## config.mk

```make
export PLATFORM = sky130hd
export DESIGN_NAME = if_top
export DESIGN_NICKNAME = d
export VERILOG_FILES = /design/src/logic/if_pkg.sv /design/src/logic/instr_bus_if.sv /design/src/logic/if_top.sv /design/src/logic/if_stage.sv /design/src/logic/instr_aligner.sv /design/src/logic/prefetch_unit.sv
export SDC_FILE = /design/constraint.sdc
export NUM_CORES = 1
export LEC_CHECK = 0
export BUFFER_PORTS_ARGS = -buffer_cell sky130_fd_sc_hd__clkbuf_2
export CAP_MARGIN = 25
export CORE_UTILIZATION = 50
export DETAILED_ROUTE_END_ITERATION = 10
export GPL_ROUTABILITY_DRIVEN = 0
export PLACE_DENSITY = 0.73
export SLEW_MARGIN = 15
export SYNTH_ARGS = -nofsm -noshare
export SYNTH_HDL_FRONTEND = slang
export SYNTH_SLANG_ARGS = --single-unit
```

## constraint.sdc

```tcl
create_clock -name clk -period 9.3 [get_ports clk]
set_input_delay 0.465 -clock clk [delete_from_list [all_inputs] [get_ports clk]]
set_output_delay 0.465 -clock clk [all_outputs]
set_load 0.1 [all_outputs]
```

## src/logic/if_pkg.sv

```systemverilog
// IF stage package with privilege, PC source and control types and the IF/ID pipe record
package if_pkg;

  ////////////////////////////////////////////////////////////////////////////
  // Enumerations
  ////////////////////////////////////////////////////////////////////////////

  // Privilege levels use the RISC-V encoding, so user and machine keep their
  // architectural values when they reach CSR logic further down the pipe
  typedef enum logic [1:0] {
    PRIV_LVL_U = 2'b00,
    PRIV_LVL_M = 2'b11
  } privlvl_e;

  // Source of a PC set as chosen by the controller
  typedef enum logic [1:0] {
    PC_BOOT = 2'b00,
    PC_JUMP = 2'b01,
    PC_TRAP = 2'b10,
    PC_MRET = 2'b11
  } pc_mux_e;

  ////////////////////////////////////////////////////////////////////////////
  // Structures
  ////////////////////////////////////////////////////////////////////////////

  // Control word from the controller FSM to the fetch side
  typedef struct packed {
    logic        pc_set;
    pc_mux_e     pc_mux;
    logic [31:0] pc_target;
    privlvl_e    priv_lvl;
    logic        halt_if;
    logic        kill_if;
  } ctrl_fsm_t;

  // One instruction as it travels from IF to ID
  // Compressed instructions carry zeros in the upper halfword
  typedef struct packed {
    logic        instr_valid;
    logic [31:0] pc;
    logic [31:0] instr;
    logic        compressed;
    privlvl_e    priv_lvl;
  } if_id_pipe_t;

  // First fetch address after reset
  localparam logic [31:0] RESET_PC = 32'h0000_0080;

endpackage
```

## src/logic/instr_bus_if.sv

```systemverilog
// Instruction bus with request/grant address phase and in-order response phase
`timescale 1ns/1ps

interface instr_bus_if;

  // Address phase, accepted in a cycle where req and gnt are both high
  logic        req;
  logic        gnt;
  logic [31:0] addr;

  // Response phase, one beat per granted request and in request order
  logic        rvalid;
  logic [31:0] rdata;

  // The fetch side drives the address phase and samples the rest
  modport manager (
    output req,
    output addr,
    input  gnt,
    input  rvalid,
    input  rdata
  );

  // Passive view for anything that only watches the bus
  modport monitor (
    input req,
    input gnt,
    input addr,
    input rvalid,
    input rdata
  );

endinterface

```

## src/logic/if_top.sv

```systemverilog
// Fetch top level that ties prefetch, aligner and IF stage to plain bus and ID ports
`timescale 1ns/1ps

module if_top #(
  parameter int FIFO_DEPTH = 2
) (
  input  logic        clk,
  input  logic        rst_n,
  // Controller side
  input  logic        pc_set_i,
  input  logic [1:0]  pc_mux_i,
  input  logic [31:0] pc_target_i,
  input  logic [1:0]  priv_lvl_i,
  input  logic        halt_if_i,
  input  logic        kill_if_i,
  // Instruction bus
  output logic        instr_req_o,
  output logic [31:0] instr_addr_o,
  input  logic        instr_gnt_i,
  input  logic        instr_rvalid_i,
  input  logic [31:0] instr_rdata_i,
  // ID side
  output logic        if_valid_o,
  output logic        if_ready_o,
  output logic [31:0] id_pc_o,
  output logic [31:0] id_instr_o,
  output logic        id_compressed_o,
  output logic [1:0]  id_priv_lvl_o,
  input  logic        id_ready_i
);

  if_pkg::ctrl_fsm_t   ctrl_fsm;
  if_pkg::if_id_pipe_t aligned_instr;
  if_pkg::if_id_pipe_t if_id_pipe;
  logic                fetch_valid;
  logic                fetch_ready;
  logic [31:0]         fetch_word;
  logic                instr_valid;
  logic                instr_ready;

  instr_bus_if instr_bus ();

  // Control word assembled from the plain inputs
  assign ctrl_fsm.pc_set    = pc_set_i;
  assign ctrl_fsm.pc_mux    = if_pkg::pc_mux_e'(pc_mux_i);
  assign ctrl_fsm.pc_target = pc_target_i;
  assign ctrl_fsm.priv_lvl  = if_pkg::privlvl_e'(priv_lvl_i);
  assign ctrl_fsm.halt_if   = halt_if_i;
  assign ctrl_fsm.kill_if   = kill_if_i;

  // Bus interface to and from the pins
  assign instr_req_o      = instr_bus.req;
  assign instr_addr_o     = instr_bus.addr;
  assign instr_bus.gnt    = instr_gnt_i;
  assign instr_bus.rvalid = instr_rvalid_i;
  assign instr_bus.rdata  = instr_rdata_i;

  prefetch_unit #(
    .FIFO_DEPTH (FIFO_DEPTH)
  ) prefetch_unit_inst (
    .clk           (clk),
    .rst_n         (rst_n),
    .pc_set_i      (ctrl_fsm.pc_set),
    .pc_target_i   (ctrl_fsm.pc_target),
    .bus_m         (instr_bus.manager),
    .fetch_valid_o (fetch_valid),
    .fetch_word_o  (fetch_word),
    .fetch_ready_i (fetch_ready)
  );

  instr_aligner instr_aligner_inst (
    .clk           (clk),
    .rst_n         (rst_n),
    .pc_set_i      (ctrl_fsm.pc_set),
    .pc_target_i   (ctrl_fsm.pc_target),
    .fetch_valid_i (fetch_valid),
    .fetch_word_i  (fetch_word),
    .fetch_ready_o (fetch_ready),
    .instr_valid_o (instr_valid),
    .instr_o       (aligned_instr),
    .instr_ready_i (instr_ready)
  );

  if_stage if_stage_inst (
    .clk           (clk),
    .rst_n         (rst_n),
    .ctrl_fsm_i    (ctrl_fsm),
    .instr_valid_i (instr_valid),
    .instr_i       (aligned_instr),
    .instr_ready_o (instr_ready),
    .if_valid_o    (if_valid_o),
    .if_ready_o    (if_ready_o),
    .id_ready_i    (id_ready_i),
    .if_id_pipe_o  (if_id_pipe)
  );

  // ID side fields straight from the IF/ID register
  assign id_pc_o         = if_id_pipe.pc;
  assign id_instr_o      = if_id_pipe.instr;
  assign id_compressed_o = if_id_pipe.compressed;
  assign id_priv_lvl_o   = if_id_pipe.priv_lvl;

endmodule

```

## src/logic/if_stage.sv

```systemverilog
// IF stage that applies halt and kill, stamps privilege and holds the IF/ID register
`timescale 1ns/1ps

module if_stage (
  input  logic                clk,
  input  logic                rst_n,
  input  if_pkg::ctrl_fsm_t   ctrl_fsm_i,
  input  logic                instr_valid_i,
  input  if_pkg::if_id_pipe_t instr_i,
  output logic                instr_ready_o,
  output logic                if_valid_o,
  output logic                if_ready_o,
  input  logic                id_ready_i,
  output if_pkg::if_id_pipe_t if_id_pipe_o
);

  if_pkg::privlvl_e    priv_q;
  logic                killed_q;
  logic                kill_eff;
  logic                pipe_valid_q;
  if_pkg::if_id_pipe_t pipe_q;
  logic                load;
  logic                advance;

  ////////////////////////////////////////////////////////////////////////////
  // Handshake control
  ////////////////////////////////////////////////////////////////////////////

  // After a kill the old stream stays dead until the controller redirects
  assign kill_eff = ctrl_fsm_i.kill_if || killed_q;

  // Kill drains everything and wins over halt, halt freezes both directions
  assign if_valid_o = pipe_valid_q && !kill_eff && !ctrl_fsm_i.halt_if;
  assign if_ready_o = kill_eff ||
                      (!ctrl_fsm_i.halt_if && (!pipe_valid_q || id_ready_i));
  assign advance    = if_valid_o && id_ready_i;

  // The aligner sees the same ready, so killed instructions are consumed
  assign instr_ready_o = if_ready_o;
  assign load          = instr_valid_i && if_ready_o && !kill_eff;

  always_ff @(posedge clk or negedge rst_n) begin
    if (!rst_n) begin
      killed_q <= 1'b0;
    end else if (ctrl_fsm_i.pc_set) begin
      killed_q <= 1'b0;
    end else if (ctrl_fsm_i.kill_if) begin
      killed_q <= 1'b1;
    end
  end

  // Privilege of the new stream comes with the redirect
  always_ff @(posedge clk or negedge rst_n) begin
    if (!rst_n) begin
      priv_q <= if_pkg::PRIV_LVL_M;
    end else if (ctrl_fsm_i.pc_set) begin
      priv_q <= ctrl_fsm_i.priv_lvl;
    end
  end

  ////////////////////////////////////////////////////////////////////////////
  // IF/ID register
  ////////////////////////////////////////////////////////////////////////////

  always_ff @(posedge clk or negedge rst_n) begin
    if (!rst_n) begin
      pipe_valid_q <= 1'b0;
    end else if (kill_eff) begin
      pipe_valid_q <= 1'b0;
    end else if (load) begin
      pipe_valid_q <= 1'b1;
    end else if (advance) begin
      pipe_valid_q <= 1'b0;
    end
  end

  // Payload only moves on a load, so it stays put under back-pressure
  always_ff @(posedge clk) begin
    if (load) begin
      pipe_q          <= instr_i;
      pipe_q.priv_lvl <= priv_q;
    end
  end

  always_comb begin
    if_id_pipe_o             = pipe_q;
    if_id_pipe_o.instr_valid = pipe_valid_q;
  end

endmodule

```

## src/logic/instr_aligner.sv

```systemverilog
// Instruction aligner that cuts 16- and 32-bit instructions out of the fetched word stream
`timescale 1ns/1ps

module instr_aligner (
  input  logic               clk,
  input  logic               rst_n,
  input  logic               pc_set_i,
  input  logic [31:0]        pc_target_i,
  input  logic               fetch_valid_i,
  input  logic [31:0]        fetch_word_i,
  output logic               fetch_ready_o,
  output logic               instr_valid_o,
  output if_pkg::if_id_pipe_t instr_o,
  input  logic               instr_ready_i
);

  logic [31:0] pc_q;
  logic [15:0] resid_q;
  logic        resid_valid_q;
  logic        skip_low_q;
  logic [31:0] instr_bits;
  logic        valid_raw;
  logic        take_word;
  logic        park_word;
  logic        is_compr;
  logic        instr_fire;
  logic        word_fire;

  ////////////////////////////////////////////////////////////////////////////
  // Instruction selection
  ////////////////////////////////////////////////////////////////////////////

  // Three sources, in priority order: a parked upper halfword, the upper half
  // of a word entered at an odd halfword target, or a fresh word
  always_comb begin
    instr_bits = fetch_word_i;
    valid_raw  = 1'b0;
    take_word  = 1'b0;
    park_word  = 1'b0;
    if (resid_valid_q) begin
      if (resid_q[1:0] != 2'b11) begin
        // Compressed instruction fully held in the residue
        instr_bits = {16'h0000, resid_q};
        valid_raw  = 1'b1;
      end else begin
        // 32-bit instruction crossing a word, low part from the residue
        instr_bits = {fetch_word_i[15:0], resid_q};
        valid_raw  = fetch_valid_i;
        take_word  = 1'b1;
      end
    end else if (skip_low_q) begin
      if (fetch_word_i[17:16] != 2'b11) begin
        instr_bits = {16'h0000, fetch_word_i[31:16]};
        valid_raw  = fetch_valid_i;
        take_word  = 1'b1;
      end else begin
        // Upper half starts a 32-bit instruction, so park it and wait
        park_word = 1'b1;
      end
    end else begin
      if (fetch_word_i[1:0] != 2'b11) begin
        instr_bits = {16'h0000, fetch_word_i[15:0]};
      end
      valid_raw = fetch_valid_i;
      take_word = 1'b1;
    end
  end

  assign is_compr = instr_bits[1:0] != 2'b11;

  // Nothing leaves and nothing is taken in the flush cycle
  assign instr_valid_o = valid_raw && !pc_set_i;
  assign instr_fire    = instr_valid_o && instr_ready_i;
  assign fetch_ready_o = !pc_set_i && (park_word || (take_word && instr_ready_i));
  assign word_fire     = fetch_valid_i && fetch_ready_o;

  // Privilege is stamped by the IF stage when the instruction is registered
  assign instr_o.instr_valid = instr_valid_o;
  assign instr_o.pc          = pc_q;
  assign instr_o.instr       = instr_bits;
  assign instr_o.compressed  = is_compr;
  assign instr_o.priv_lvl    = if_pkg::PRIV_LVL_M;

  ////////////////////////////////////////////////////////////////////////////
  // PC and residue state
  ////////////////////////////////////////////////////////////////////////////

  always_ff @(posedge clk or negedge rst_n) begin
    if (!rst_n) begin
      pc_q          <= if_pkg::RESET_PC;
      resid_q       <= '0;
      resid_valid_q <= 1'b0;
      skip_low_q    <= if_pkg::RESET_PC[1];
    end else if (pc_set_i) begin
      // Target at an odd halfword skips the low half of its first word
      pc_q          <= pc_target_i;
      resid_valid_q <= 1'b0;
      skip_low_q    <= pc_target_i[1];
    end else begin
      if (instr_fire) begin
        pc_q <= pc_q + (is_compr ? 32'd2 : 32'd4);
      end
      if (word_fire) begin
        skip_low_q <= 1'b0;
      end
      if (resid_valid_q) begin
        if (instr_fire) begin
          if (is_compr) begin
            resid_valid_q <= 1'b0;
          end else begin
            // Crossing instruction done, upper half of the new word remains
            resid_q <= fetch_word_i[31:16];
          end
        end
      end else if (word_fire) begin
        if (park_word || (!skip_low_q && is_compr)) begin
          resid_valid_q <= 1'b1;
          resid_q       <= fetch_word_i[31:16];
        end
      end
    end
  end

endmodule

```

## src/logic/prefetch_unit.sv

```systemverilog
// Prefetch unit that issues word fetches and buffers the responses in a flushable FIFO
`timescale 1ns/1ps

module prefetch_unit #(
  parameter int FIFO_DEPTH = 2
) (
  input  logic         clk,
  input  logic         rst_n,
  input  logic         pc_set_i,
  input  logic [31:0]  pc_target_i,
  instr_bus_if.manager bus_m,
  output logic         fetch_valid_o,
  output logic [31:0]  fetch_word_o,
  input  logic         fetch_ready_i
);

  localparam int PTR_W = (FIFO_DEPTH > 1) ? $clog2(FIFO_DEPTH) : 1;
  localparam int CNT_W = $clog2(FIFO_DEPTH + 1);
  // Outstanding counters get two spare bits since stale responses can pile up
  // behind live ones when redirects come in quick succession
  localparam int OUT_W = CNT_W + 2;

  logic [31:0]      fetch_addr_q;
  logic [31:0]      target_word;
  logic             pending_q;
  logic             redir_q;
  logic [31:0]      redir_addr_q;
  logic [OUT_W-1:0] out_cnt_q;
  logic [OUT_W-1:0] out_cnt_d;
  logic [OUT_W-1:0] discard_cnt_q;
  logic [OUT_W-1:0] discard_cnt_d;
  logic [OUT_W-1:0] occupancy;
  logic             room;
  logic             grant;
  logic             resp_drop;
  logic             push;
  logic             pop;
  logic [31:0]      fifo_mem [FIFO_DEPTH];
  logic [PTR_W-1:0] wr_ptr_q;
  logic [PTR_W-1:0] rd_ptr_q;
  logic [CNT_W-1:0] fifo_cnt_q;

  ////////////////////////////////////////////////////////////////////////////
  // Request side
  ////////////////////////////////////////////////////////////////////////////

  // The bus only ever sees word addresses
  assign target_word = {pc_target_i[31:2], 2'b00};

  // Words already buffered plus live requests in flight must fit the FIFO
  assign occupancy = OUT_W'(fifo_cnt_q) + out_cnt_q - discard_cnt_q;
  assign room      = occupancy < OUT_W'(FIFO_DEPTH);

  // A request that was not granted stays up with the same address
  // A fresh request waits one cycle after a redirect
  // Nothing is requested while reset is held
  assign bus_m.req  = rst_n && (pending_q || (room && !pc_set_i));
  assign bus_m.addr = fetch_addr_q;
  assign grant      = bus_m.req && bus_m.gnt;

  always_ff @(posedge clk or negedge rst_n) begin
    if (!rst_n) begin
      fetch_addr_q <= {if_pkg::RESET_PC[31:2], 2'b00};
      pending_q    <= 1'b0;
      redir_q      <= 1'b0;
      redir_addr_q <= '0;
    end else begin
      pending_q <= bus_m.req && !bus_m.gnt;
      if (pc_set_i) begin
        if (bus_m.req && !bus_m.gnt) begin
          // Cannot move the address under a waiting request, so remember the
          // target and apply it once the stale request is granted
          redir_q      <= 1'b1;
          redir_addr_q <= target_word;
        end else begin
          redir_q      <= 1'b0;
          fetch_addr_q <= target_word;
        end
      end else if (grant) begin
        if (redir_q) begin
          redir_q      <= 1'b0;
          fetch_addr_q <= redir_addr_q;
        end else begin
          fetch_addr_q <= fetch_addr_q + 32'd4;
        end
      end
    end
  end

  ////////////////////////////////////////////////////////////////////////////
  // Outstanding and discard tracking
  ////////////////////////////////////////////////////////////////////////////

  // Responses are dropped while stale ones are still due, or in the flush cycle
  assign resp_drop = pc_set_i || (discard_cnt_q != '0);

  always_comb begin
    out_cnt_d     = out_cnt_q + OUT_W'(grant) - OUT_W'(bus_m.rvalid);
    discard_cnt_d = discard_cnt_q;
    if (pc_set_i) begin
      // Everything still on the bus belongs to the old stream
      discard_cnt_d = out_cnt_d;
    end else begin
      if (bus_m.rvalid && (discard_cnt_q != '0)) begin
        discard_cnt_d = discard_cnt_d - OUT_W'(1);
      end
      // The held request that outlived a redirect is stale as well
      if (grant && redir_q) begin
        discard_cnt_d = discard_cnt_d + OUT_W'(1);
      end
    end
  end

  always_ff @(posedge clk or negedge rst_n) begin
    if (!rst_n) begin
      out_cnt_q     <= '0;
      discard_cnt_q <= '0;
    end else begin
      out_cnt_q     <= out_cnt_d;
      discard_cnt_q <= discard_cnt_d;
    end
  end

  ////////////////////////////////////////////////////////////////////////////
  // Response FIFO
  ////////////////////////////////////////////////////////////////////////////

  assign push          = bus_m.rvalid && !resp_drop;
  assign pop           = fetch_valid_o && fetch_ready_i && !pc_set_i;
  assign fetch_valid_o = fifo_cnt_q != '0;
  assign fetch_word_o  = fifo_mem[rd_ptr_q];

  always_ff @(posedge clk or negedge rst_n) begin
    if (!rst_n) begin
      wr_ptr_q   <= '0;
      rd_ptr_q   <= '0;
      fifo_cnt_q <= '0;
    end else if (pc_set_i) begin
      wr_ptr_q   <= '0;
      rd_ptr_q   <= '0;
      fifo_cnt_q <= '0;
    end else begin
      if (push) begin
        wr_ptr_q <= wr_ptr_q + PTR_W'(1);
      end
      if (pop) begin
        rd_ptr_q <= rd_ptr_q + PTR_W'(1);
      end
      fifo_cnt_q <= fifo_cnt_q + CNT_W'(push) - CNT_W'(pop);
    end
  end

  // Storage only, the pointers say what is valid
  always_ff @(posedge clk) begin
    if (push) begin
      fifo_mem[wr_ptr_q] <= bus_m.rdata;
    end
  end

endmodule

```

==> After elaboration in Yosys (flattened, before gate mapping) <==
Memory sizes are Yosys's and may differ from the RTL's.
Index checks and enable logic that the tools add are counted.
{ "classes": {"add_sub_neg": 12, "order_cmp": 1, "eq_ne": 7, "n_mux": 55, "bitwise_logic": 1, "reduce_logical": 47} }
{ "op_table": {"columns": ["op", "n"], "rows": [
  ["$mux 32", 11],
  ["$mux 16", 5],
  ["$mux 1", 33],
  ["$add 32x3->32 const B", 1],
  ["$add 32x32->32", 1],
  ["$logic_and 1x1->1", 19],
  ["$reduce_bool 2->1", 9],
  ["$mux 4", 4],
  ["$ne 2x2->1 const B", 7],
  ["$logic_not 1->1", 7],
  ["$logic_or 1x1->1", 7],
  ["$reduce_and 5->1", 1],
  ["$add 2x4->4", 1],
  ["$add 4x1->4", 1],
  ["$add 4x1->4 const B", 1],
  ["$lt 4x2->1 const B", 1],
  ["$reduce_and 2->1", 2],
  ["$reduce_bool 4->1", 1],
  ["$sub 4x1->4", 1],
  ["$sub 4x1->4 const B", 1],
  ["$sub 4x4->4", 1],
  ["$mux 3", 1],
  ["$reduce_bool 3->1", 1],
  ["$add 1x1->1 const B", 2],
  ["4 further kinds", 4]
]} }
{ "word_totals": {"ff_bits": 197, "mem_bits_rw": 64, "input_bits": 76, "out_inout_bits": 102, "word_cells": 144, "mem_count": 1} }
{ "memory_table": {"columns": ["name", "depth", "word_bits", "rd", "rd_clocked_by_memory_dff", "write_ports", "line_no", "text"], "rows": [
  ["prefetch_unit_inst.fifo_mem", 2, 32, 1, 0, 1, "prefetch_unit.sv:38", "logic [31:0] fifo_mem [FIFO_DEPTH];"]
]} }

==> Depth between registers and ports, before layout <==
Gate-level depths: netlist of run 1.
An unclocked memory read counts as a cell.
{ "depth": {"depth_word": 12, "ltp_mapped": 14, "ltp_nobuf": 14} }

==> Modules after synthesis <==
From an unflattened synthesis of run 1, not the netlist that was laid out.
{ "unflattened": {"hier_cells": 1021, "hier_area_um2": 12371.9} }
{ "modules_own_cells": {"columns": ["module", "n_inst", "cells_each", "area_each_um2", "seq_area_each_um2"], "rows": [
  ["prefetch_unit", 1, 580, 6852.8, 3774.9],
  ["instr_aligner", 1, 356, 3294.4, 1252.5],
  ["if_stage", 1, 85, 2224.6, 2114.5]
]} }

==> Least setup slack after synthesis of run 1 <==
OpenSTA, ideal clock, no wires.
{ "synth_path": {"path_type": "input-to-reg", "from": "in id_ready_i", "to": "reg if_stage_inst.pipe_q, in the netlist if_stage_inst.if_id_pipe_o[0] (enable)", "setup_time_ns": 0.574, "arrival_time_ns": 6.105, "required_ns": 8.726, "slack_ns": 2.620, "cell_stages": 6, "n_path_buf": 2, "cell_sequence": "nor2b_1 > o21a_1 > or4_1 > buf_2 > buf_2 > nor3_1"} }
{ "synth_between": {"elab_chain_len": 5} }
{ "synth_rtl": {"columns": ["item", "line_no", "text"], "rows": [
  ["from (decl)", "if_top.sv:29", "input logic id_ready_i"],
  ["$logic_or 1x1->1", "if_stage.sv:35", "(!ctrl_fsm_i.halt_if && (!pipe_valid_q || id_ready_i));"],
  ["$logic_and 1x1->1", "if_stage.sv:35", null],
  ["$logic_or 1x1->1", "if_stage.sv:34", "assign if_ready_o = kill_eff ||"],
  ["$logic_and 1x1->1 (2 in a row)", "if_stage.sv:40", "assign load = instr_valid_i && if_ready_o && !kill_eff;"],
  ["net if_stage_inst.load", "if_stage.sv:22", "logic load;"],
  ["to (signal assigned)", "if_stage.sv:80", "pipe_q <= instr_i;"],
  ["to (decl)", "if_stage.sv:21", "if_pkg::if_id_pipe_t pipe_q;"]
]} }
The timed path passes the listed nets, and every way through them passes these cells.
A chain may end at the register's enable or synchronous reset.

==> results of run 1 <==
cell type report:
class	instances	area, um2
multi-input cells	646	4626
repair buffers	187	999.7
clock inverters	17	217.7
inverters	49	183.9
fillers	1941	9385
flip-flops and latches	259	7143
clock buffers	33	728.2
well taps	319	399.1
layer usage:
metal	up-vias	wire length, um	track usage (%)
li1	4130	-	-
met1	4289	12250	32.09
met2	296	13730	37.55
met3	41	1925	3.942
met4	0	495	6.364
met5	-	0	0
registers in the layout, summed over array words and instances (netlist names):
register,flops
if_stage_inst.if_id_pipe_o,67
prefetch_unit_inst.fifo_mem,64
instr_aligner_inst.pc_q,32
prefetch_unit_inst.bus_m.addr,30
prefetch_unit_inst.redir_addr_q,30
instr_aligner_inst.resid_q,16
prefetch_unit_inst.discard_cnt_q,4
prefetch_unit_inst.out_cnt_q,4
if_stage_inst.priv_q,2
prefetch_unit_inst.fifo_cnt_q,2
if_stage_inst.killed_q,1
if_stage_inst.pipe_valid_q,1
instr_aligner_inst.resid_valid_q,1
instr_aligner_inst.skip_low_q,1
prefetch_unit_inst.pending_q,1
prefetch_unit_inst.rd_ptr_q,1
prefetch_unit_inst.redir_q,1
prefetch_unit_inst.wr_ptr_q,1
cells by family (layout without fill, tap and decap cells):
group | Yosys count | after routing | synth area share, %
AND/OR/NAND/NOR | 264 | 264 | 10.87
flip-flops | 259 | 259 | 58.60
AO/OA/AOI/OAI | 242 | 242 | 13.02
buffers and inverters | 102 | 286 | 3.624
multiplexers | 101 | 101 | 10.25
adder cells (fa/ha/maj) | 19 | 19 | 2.197
XOR/XNOR | 18 | 18 | 1.407
other | 1 | 2 | 0.03077
critical path: stages, from the launching register on:
cell and delay (ns):
dfrtp_2 0.81, buf_4 0.51, mux2i_1 0.34, a21boi_0 0.28, o22ai_2 0.16, nand2_4 0.19
ha_1 0.19, inv_1 0.05, fa_1 0.41, and3b_1 0.32, and4_1 0.29, and3_1 0.36
nand2_1 0.23, o211ai_1 0.22, o311ai_0 0.15
path summary, 6_finish.rpt:
kind	cells past startpoint	startpoint	slack, ns	to
worst max-delay path	14	prefetch_unit_inst.rd_ptr_q	4.64	instr_aligner_inst.pc_q[25]
worst min-delay path	1	instr_rdata_i[8]	0.13	prefetch_unit_inst.fifo_mem[0][8]
worst max register to register	14	prefetch_unit_inst.rd_ptr_q	4.64	instr_aligner_inst.pc_q[25]
worst min register to register	0	instr_aligner_inst.pc_q[0]	0.45	if_stage_inst.if_id_pipe_o[35]
max in group asynchronous	4	rst_n	7.70	prefetch_unit_inst.bus_m.addr[7]
min in group asynchronous	2	rst_n	0.49	instr_aligner_inst.pc_q[25]
per-stage QoR:
step / instance area, um2 / worst slack, ns / util [%] / hold slack (ns) / cells
after floorplan: 12190 / 2.620 / - / 0.1694 / 1007
after global placement: 13310 / 4.786 / 56.22 / 0.4283 / 1458
after detailed placement: 13310 / 4.651 / 56.22 / 0.4348 / 1458
after CTS: 14270 / 4.649 / 60.25 / 0.1097 / 1509
after global routing: 14300 / 4.325 / 60.37 / 0.1052 / 1510
final: 14300 / 4.637 / 60.37 / 0.1317 / 1510
report_power, final:
group	internal [W]	total, W	switching [W]	leakage, nW
Combinational	0.000476	0.00157	0.00110	2.68
Clock	0.000695	0.00114	0.000446	0.461
Sequential	0.00146	0.00168	0.000219	2.74
Total	0.00263	0.00439	0.00176	5.89
cells in the mapped netlist, types with 3 or more instances:
master	n
xnor2_1	9
mux4_2	10
a221o_1	8
o311ai_0	13
dfrtp_1	124
mux2_2	34
nand4_1	15
a31oi_1	14
mux2i_1	51
clkbuf_1	30
mux4_1	3
nor3b_1	4
a21oi_1	53
o21ai_0	61
edfxtp_1	131
fa_1	4
xor2_1	8
dfstp_2	4
o21a_1	7
o211a_1	6
nor2b_1	3
nor4_1	7
a21o_1	6
and3_1	21
buf_2	15
nand2_1	95
buf_4	4
a221oi_1	5
nor3_1	16
o21ai_1	6
nor2_1	50
a21boi_0	4
o22ai_1	19
and4_1	7
or3_1	3
and2_1	7
inv_1	48
o211ai_1	17
ha_1	15
nand3_1	21
what timing repair did:
action / CTS / global route
gates resized for setup: 0 / 0
hold endpoints to repair: 56 / 0
setup buffers: 0 / 0
hold buffers: 1 / 0
==> results.toml, run 1 <==
[route]
drc = 0
routed_wl_um = 28400
wl_per_cell_um = 18.81
drtIter0Drc = 725
via_per_inst = 5.799
dr.pass1.iters = 5
via_count = 8756
final_antenna_net_count = 0

[power_and_ir_drop]
power_density_nw_per_um2 = 307.0
finalPower_w = 0.004389
leakage_nw = 5.886
ir_drop_v = 0.0002061

[global_route]
grt_usage_pct = 23.14
grt_overflow_total = 0
grt_max_degree = 83
antenna_found_initial = 0
grt_pass1_wl_um = 44790
grt_pass1_vias = 8446

[critical_path]
required_ns = 9.70
cp-start-kind = "register"
worst_setup_path_end_kind = "register"
crit_arrival_ns = 5.06
worstSetupPathType = "reg -> reg"
path_max_fanout = 26

[yosys]
synth_top_area_share_pct = 32.28
synth_cell_type_count = 78
netlist_area_um2 = 12190
syn_avg_cell_area_um2 = 12.11
yosysSeqAreaShare_pct = 58.60
synth_area_leaders = "edfxtp_1, dfrtp_1, mux2i_1"
async_flop_share_pct = 49.42
yosysWarnings = 0
yosysTopAreaCell = "edfxtp_1"
synth_edf_count = 131
ys_ff_latch = 259
ys.flop_type = "edfxtp_1"
synth_cells = 1006

[flow_run]
max_cap_violations = 0

[timing]
rsz0062_at_grt = "false"
period_share_pct = 50.14
setup_viol = 0
hold_viol_final = 0
finalMaxSlewViolations = 0
period_needed_ns = 4.663
fin_tns_setup_ns = 0
skew_ns = 0.01740
slew_headroom_pct = 32.61
worstMarginPinSlew_ns = 1.008
fmax_mhz = 214.4

[cts]
clk_pin_slew_ns = 0.06
clk_latency_ns = 0.53
htree_num_levels = 1
clockBufferDepth = 3
cts_made_buffers = 27
cts_tree = "yes"
clk_root_buffer_cell = "clkbuf_16"
clkSinkCount = 259

[place]
dp_hpwl_um = 18910
numPortBuffers = 173

[run_status]
status = "complete, no violations"

[die]
die-area_um2 = 25000
rows = 56
core_area_um2 = 23680
start_util_pct = 51.46
die_y_um = 158.1
die_x_um = 158.1
ioPinCount = 178

[finish]
layout_common_cells = "clkbuf_2, edfxtp_1, dfrtp_1, nand2_1, o21ai_0"
diodes = 0
layout_commonest_cell = "clkbuf_2"
nets = 1265
layout-drive-gt1-share_pct = 24.85
syn_to_final_growth_pct = 17.32

[worst_hold_path]
hp-class = "in -> reg"
Note: power is estimated with default switching activity, not from simulation.
==> run 2, diff against run 1 <==
ABC_AREA = 1   (was default)
PLACE_DENSITY = 0.76   (was 0.73)
clock period = 3.8 ns   (was 9.3 ns; I/O delays follow)
==> run 2 against run 1 <==
  * Routed wire length grew 21%
  * Non-clock buffer count grew 81
  * Combinational power grew to 3.0 times the previous value
  * Die area grew 3.4%
  * Sequential share of layout area shrank 3.9 points
==> results.toml, run 2 <==
[yosys]
yosys-top-cells-count = "nand2_1, edfxtp_1, dfrtp_1, nand3_1, inv_1"
ys_ff_latch = 259
syn_avg_cell_area_um2 = 9.063
netlist_area_um2 = 12610
synth_top_area_share_pct = 31.20
synth_edf_count = 131
yosysMostFrequentCell = "nand2_1"
yosysTopAreaCell = "edfxtp_1"
synth_area_leaders = "edfxtp_1, dfrtp_1, nand2_1"
synth_cells = 1391
async_flop_share_pct = 49.42
synth_cell_type_count = 42
ys.flop_type = "edfxtp_1"
yosysSeqAreaShare_pct = 56.65
yosysWarnings = 0

[cts]
cts_made_buffers = 28
htree_num_levels = 1
clkSinkCount = 259
clk_latency_ns = 0.55
clockBufferDepth = 3
clk_pin_slew_ns = 0.06
clk_root_buffer_cell = "clkbuf_16"
cts_tree = "yes"

[die]
core_area_um2 = 24530
rows = 57
die_y_um = 160.8
die-area_um2 = 25850
die_x_um = 160.8
start_util_pct = 51.39
ioPinCount = 178

[critical_path]
rrSetupSlack_ns = 0.41
worstRegToRegCells = 21
worst_setup_path_end_kind = "output pin"
worstReg2RegStart = "prefetch_unit_inst.rd_ptr_q"
crit_arrival_ns = 3.23
required_ns = 3.61
path_max_fanout = 5
cp-start-kind = "register"
worstSetupPathType = "reg -> out"
worst_r2r_endpoint = "instr_aligner_inst.pc_q[27]"

[power_and_ir_drop]
seq_power_share_pct = 36.3
power_switching_w = 0.005271
power.internal_w = 0.006401
p_comb_share_pct = 40.8
swShare_pct = 45.16
power_density_nw_per_um2 = 752.7
leakage_nw = 6.960
pwr-share-clk_pct = 22.9
ir_drop_v = 0.0006033

[global_route]
grt_overflow_total = 0
grt_max_degree = 73
grt_pass1_wl_um = 54430
antenna_found_initial = 2
grt_pass1_vias = 10520
grt_usage_pct = 26.81

[timing]
fmax_mhz = 292.8
setup_viol = 0
period_share_pct = 89.88
fin_tns_setup_ns = 0
timing.final.ws_setup_ns = 0.3844
rsz0062_at_grt = "false"
period_needed_ns = 3.416
skew_ns = 0.02047
worstMarginPinSlew_ns = 0.9024
finalMaxSlewViolations = 0
slew_headroom_pct = 39.62
hold_viol_final = 0

[place]
dp.cells = 1853
numPortBuffers = 173
dp_hpwl_um = 22820
dp_slack_ns = 0.2116

[finish]
fill_cells = 1992
largest_reg_flops = 67
nets = 1728
layout_common_cells = "nand2_1, clkbuf_2, edfxtp_1, dfrtp_1, nand3_1"
instances_no_fill = 1980
syn_to_final_growth_pct = 23.00
layout-drive-gt1-share_pct = 17.22
layout_commonest_cell = "nand2_1"

[route]
final_antenna_net_count = 0
wl_per_cell_um = 17.33
via_count = 10750
via_per_inst = 5.430
drc = 0
routed_wl_um = 34310
dr.pass1.iters = 6
drtIter0Drc = 1088

[run_status]
status = "complete, no violations"

[worst_hold_path]
hp-class = "in -> async"

[flow_run]
max_cap_violations = 0
[run 2: cell count changes in the layout (fill, tap and decap cells not counted), sizes merged, moves of 20 or more]
| cell | previous run | this run |
|---|---|---|
| nand2 | 97 | 455 |
| mux2i | 53 | 15 |
| and3 | 21 | 1 |
| nand3 | 21 | 111 |
| o21ai | 68 | 105 |
| inv | 50 | 111 |
| a21oi | 53 | 16 |
| mux2 | 35 | 0 |
| dlygate4sd3 | 1 | 71 |
| nor2 | 50 | 87 |
[run 2: layout make-up]
| cell class | count | area [um2] | share of cell area, % |
|---|---|---|---|
| flip-flops and latches | 259 | 7143 | 46.07 |
| multi-input cells | 964 | 4815 | 31.05 |
| repair buffers | 268 | 1808 | 11.66 |
| clock buffers | 36 | 760.7 | 4.906 |
| inverters | 112 | 420.4 | 2.711 |
| well taps | 324 | 405.4 | 2.614 |
| clock inverters | 16 | 151.4 | 0.9764 |
| diodes | 1 | 2.502 | 0.01614 |
[run 2: cells by family (layout without fill, tap and decap cells)]
logic type / Yosys count / in the layout / synth area share, %
and+or+nand+nor: 723 / 723 / 24.15
DFF: 259 / 259 / 56.65
AOI/OAI and AO/OA: 170 / 170 / 7.969
buffers and inverters: 169 / 432 / 5.458
xor gates and xnor gates: 35 / 35 / 2.432
adders and majority gates: 19 / 19 / 2.124
muxes: 15 / 15 / 1.191
other: 1 / 3 / 0.02975
[run 2: power groups by stage]
stage               logic [W]  registers [W]  clock network (W)
finish                0.00476        0.00424            0.00267
detailed placement    0.00464        0.00428                  0
floorplan             0.00227        0.00557                  0
global route          0.00521        0.00432            0.00282
global placement      0.00452        0.00426                  0
CTS                   0.00472        0.00423            0.00270
[run 2: worst max path at each step]
stage                                                 from                     endpoint  slack (ns)  cells after the start
after floorplan           prefetch_unit_inst.fifo_cnt_q[1]   prefetch_unit_inst.redir_q        0.22                     14
after global placement         prefetch_unit_inst.rd_ptr_q  instr_aligner_inst.pc_q[27]        0.36                     21
after detailed placement       prefetch_unit_inst.rd_ptr_q  instr_aligner_inst.pc_q[27]        0.21                     21
after CTS                      prefetch_unit_inst.rd_ptr_q  instr_aligner_inst.pc_q[27]        0.17                     21
after global routing           prefetch_unit_inst.rd_ptr_q  instr_aligner_inst.pc_q[27]        0.06                     21
final                     prefetch_unit_inst.fifo_cnt_q[1]                  instr_req_o        0.38                     10
[run 2: through the flow]
stage                     hold WS [ns]  cell area, um2  power, W  util [%]
after CTS                      0.02350           15430   0.01164     62.91
after floorplan                -0.1056           12620  0.007841         -
after global placement         0.01109           13810  0.008779     56.30
after detailed placement      0.009151           13810  0.008915     56.30
final                          0.02702           15510   0.01167     63.20
after global routing           0.03410           15510   0.01234     63.20
[run 2: metal layers]
| layer | up-vias | global-route usage, % | share of wire [%] |
|---|---|---|---|
| met2 | 483 | 46.85 | 49 |
| li1 | 5125 | - | - |
| met1 | 5068 | 33.80 | 39 |
| met4 | 2 | 10.12 | 3.8 |
| met3 | 73 | 3.745 | 7.3 |
| met5 | - | 0 | 0.038 |
[run 2: worst max-delay path: stages, from the launching register on]
cell and delay [ns]:
dfrtp_1 0.36, inv_1 0.08, fa_1 0.53, inv_1 0.06, fa_1 0.46, nor2_1 0.09, o21ai_0 0.09, a21oi_1 0.12
nand3_1 0.13, a21oi_2 0.25, clkbuf_2 0.51
[run 2: timing repair]
action,CTS,global route
endpoints found under the hold margin,173,0
hold buffers,71,0
gates resized for setup,0,5
setup buffers,0,1
setup endpoints to repair,0,4
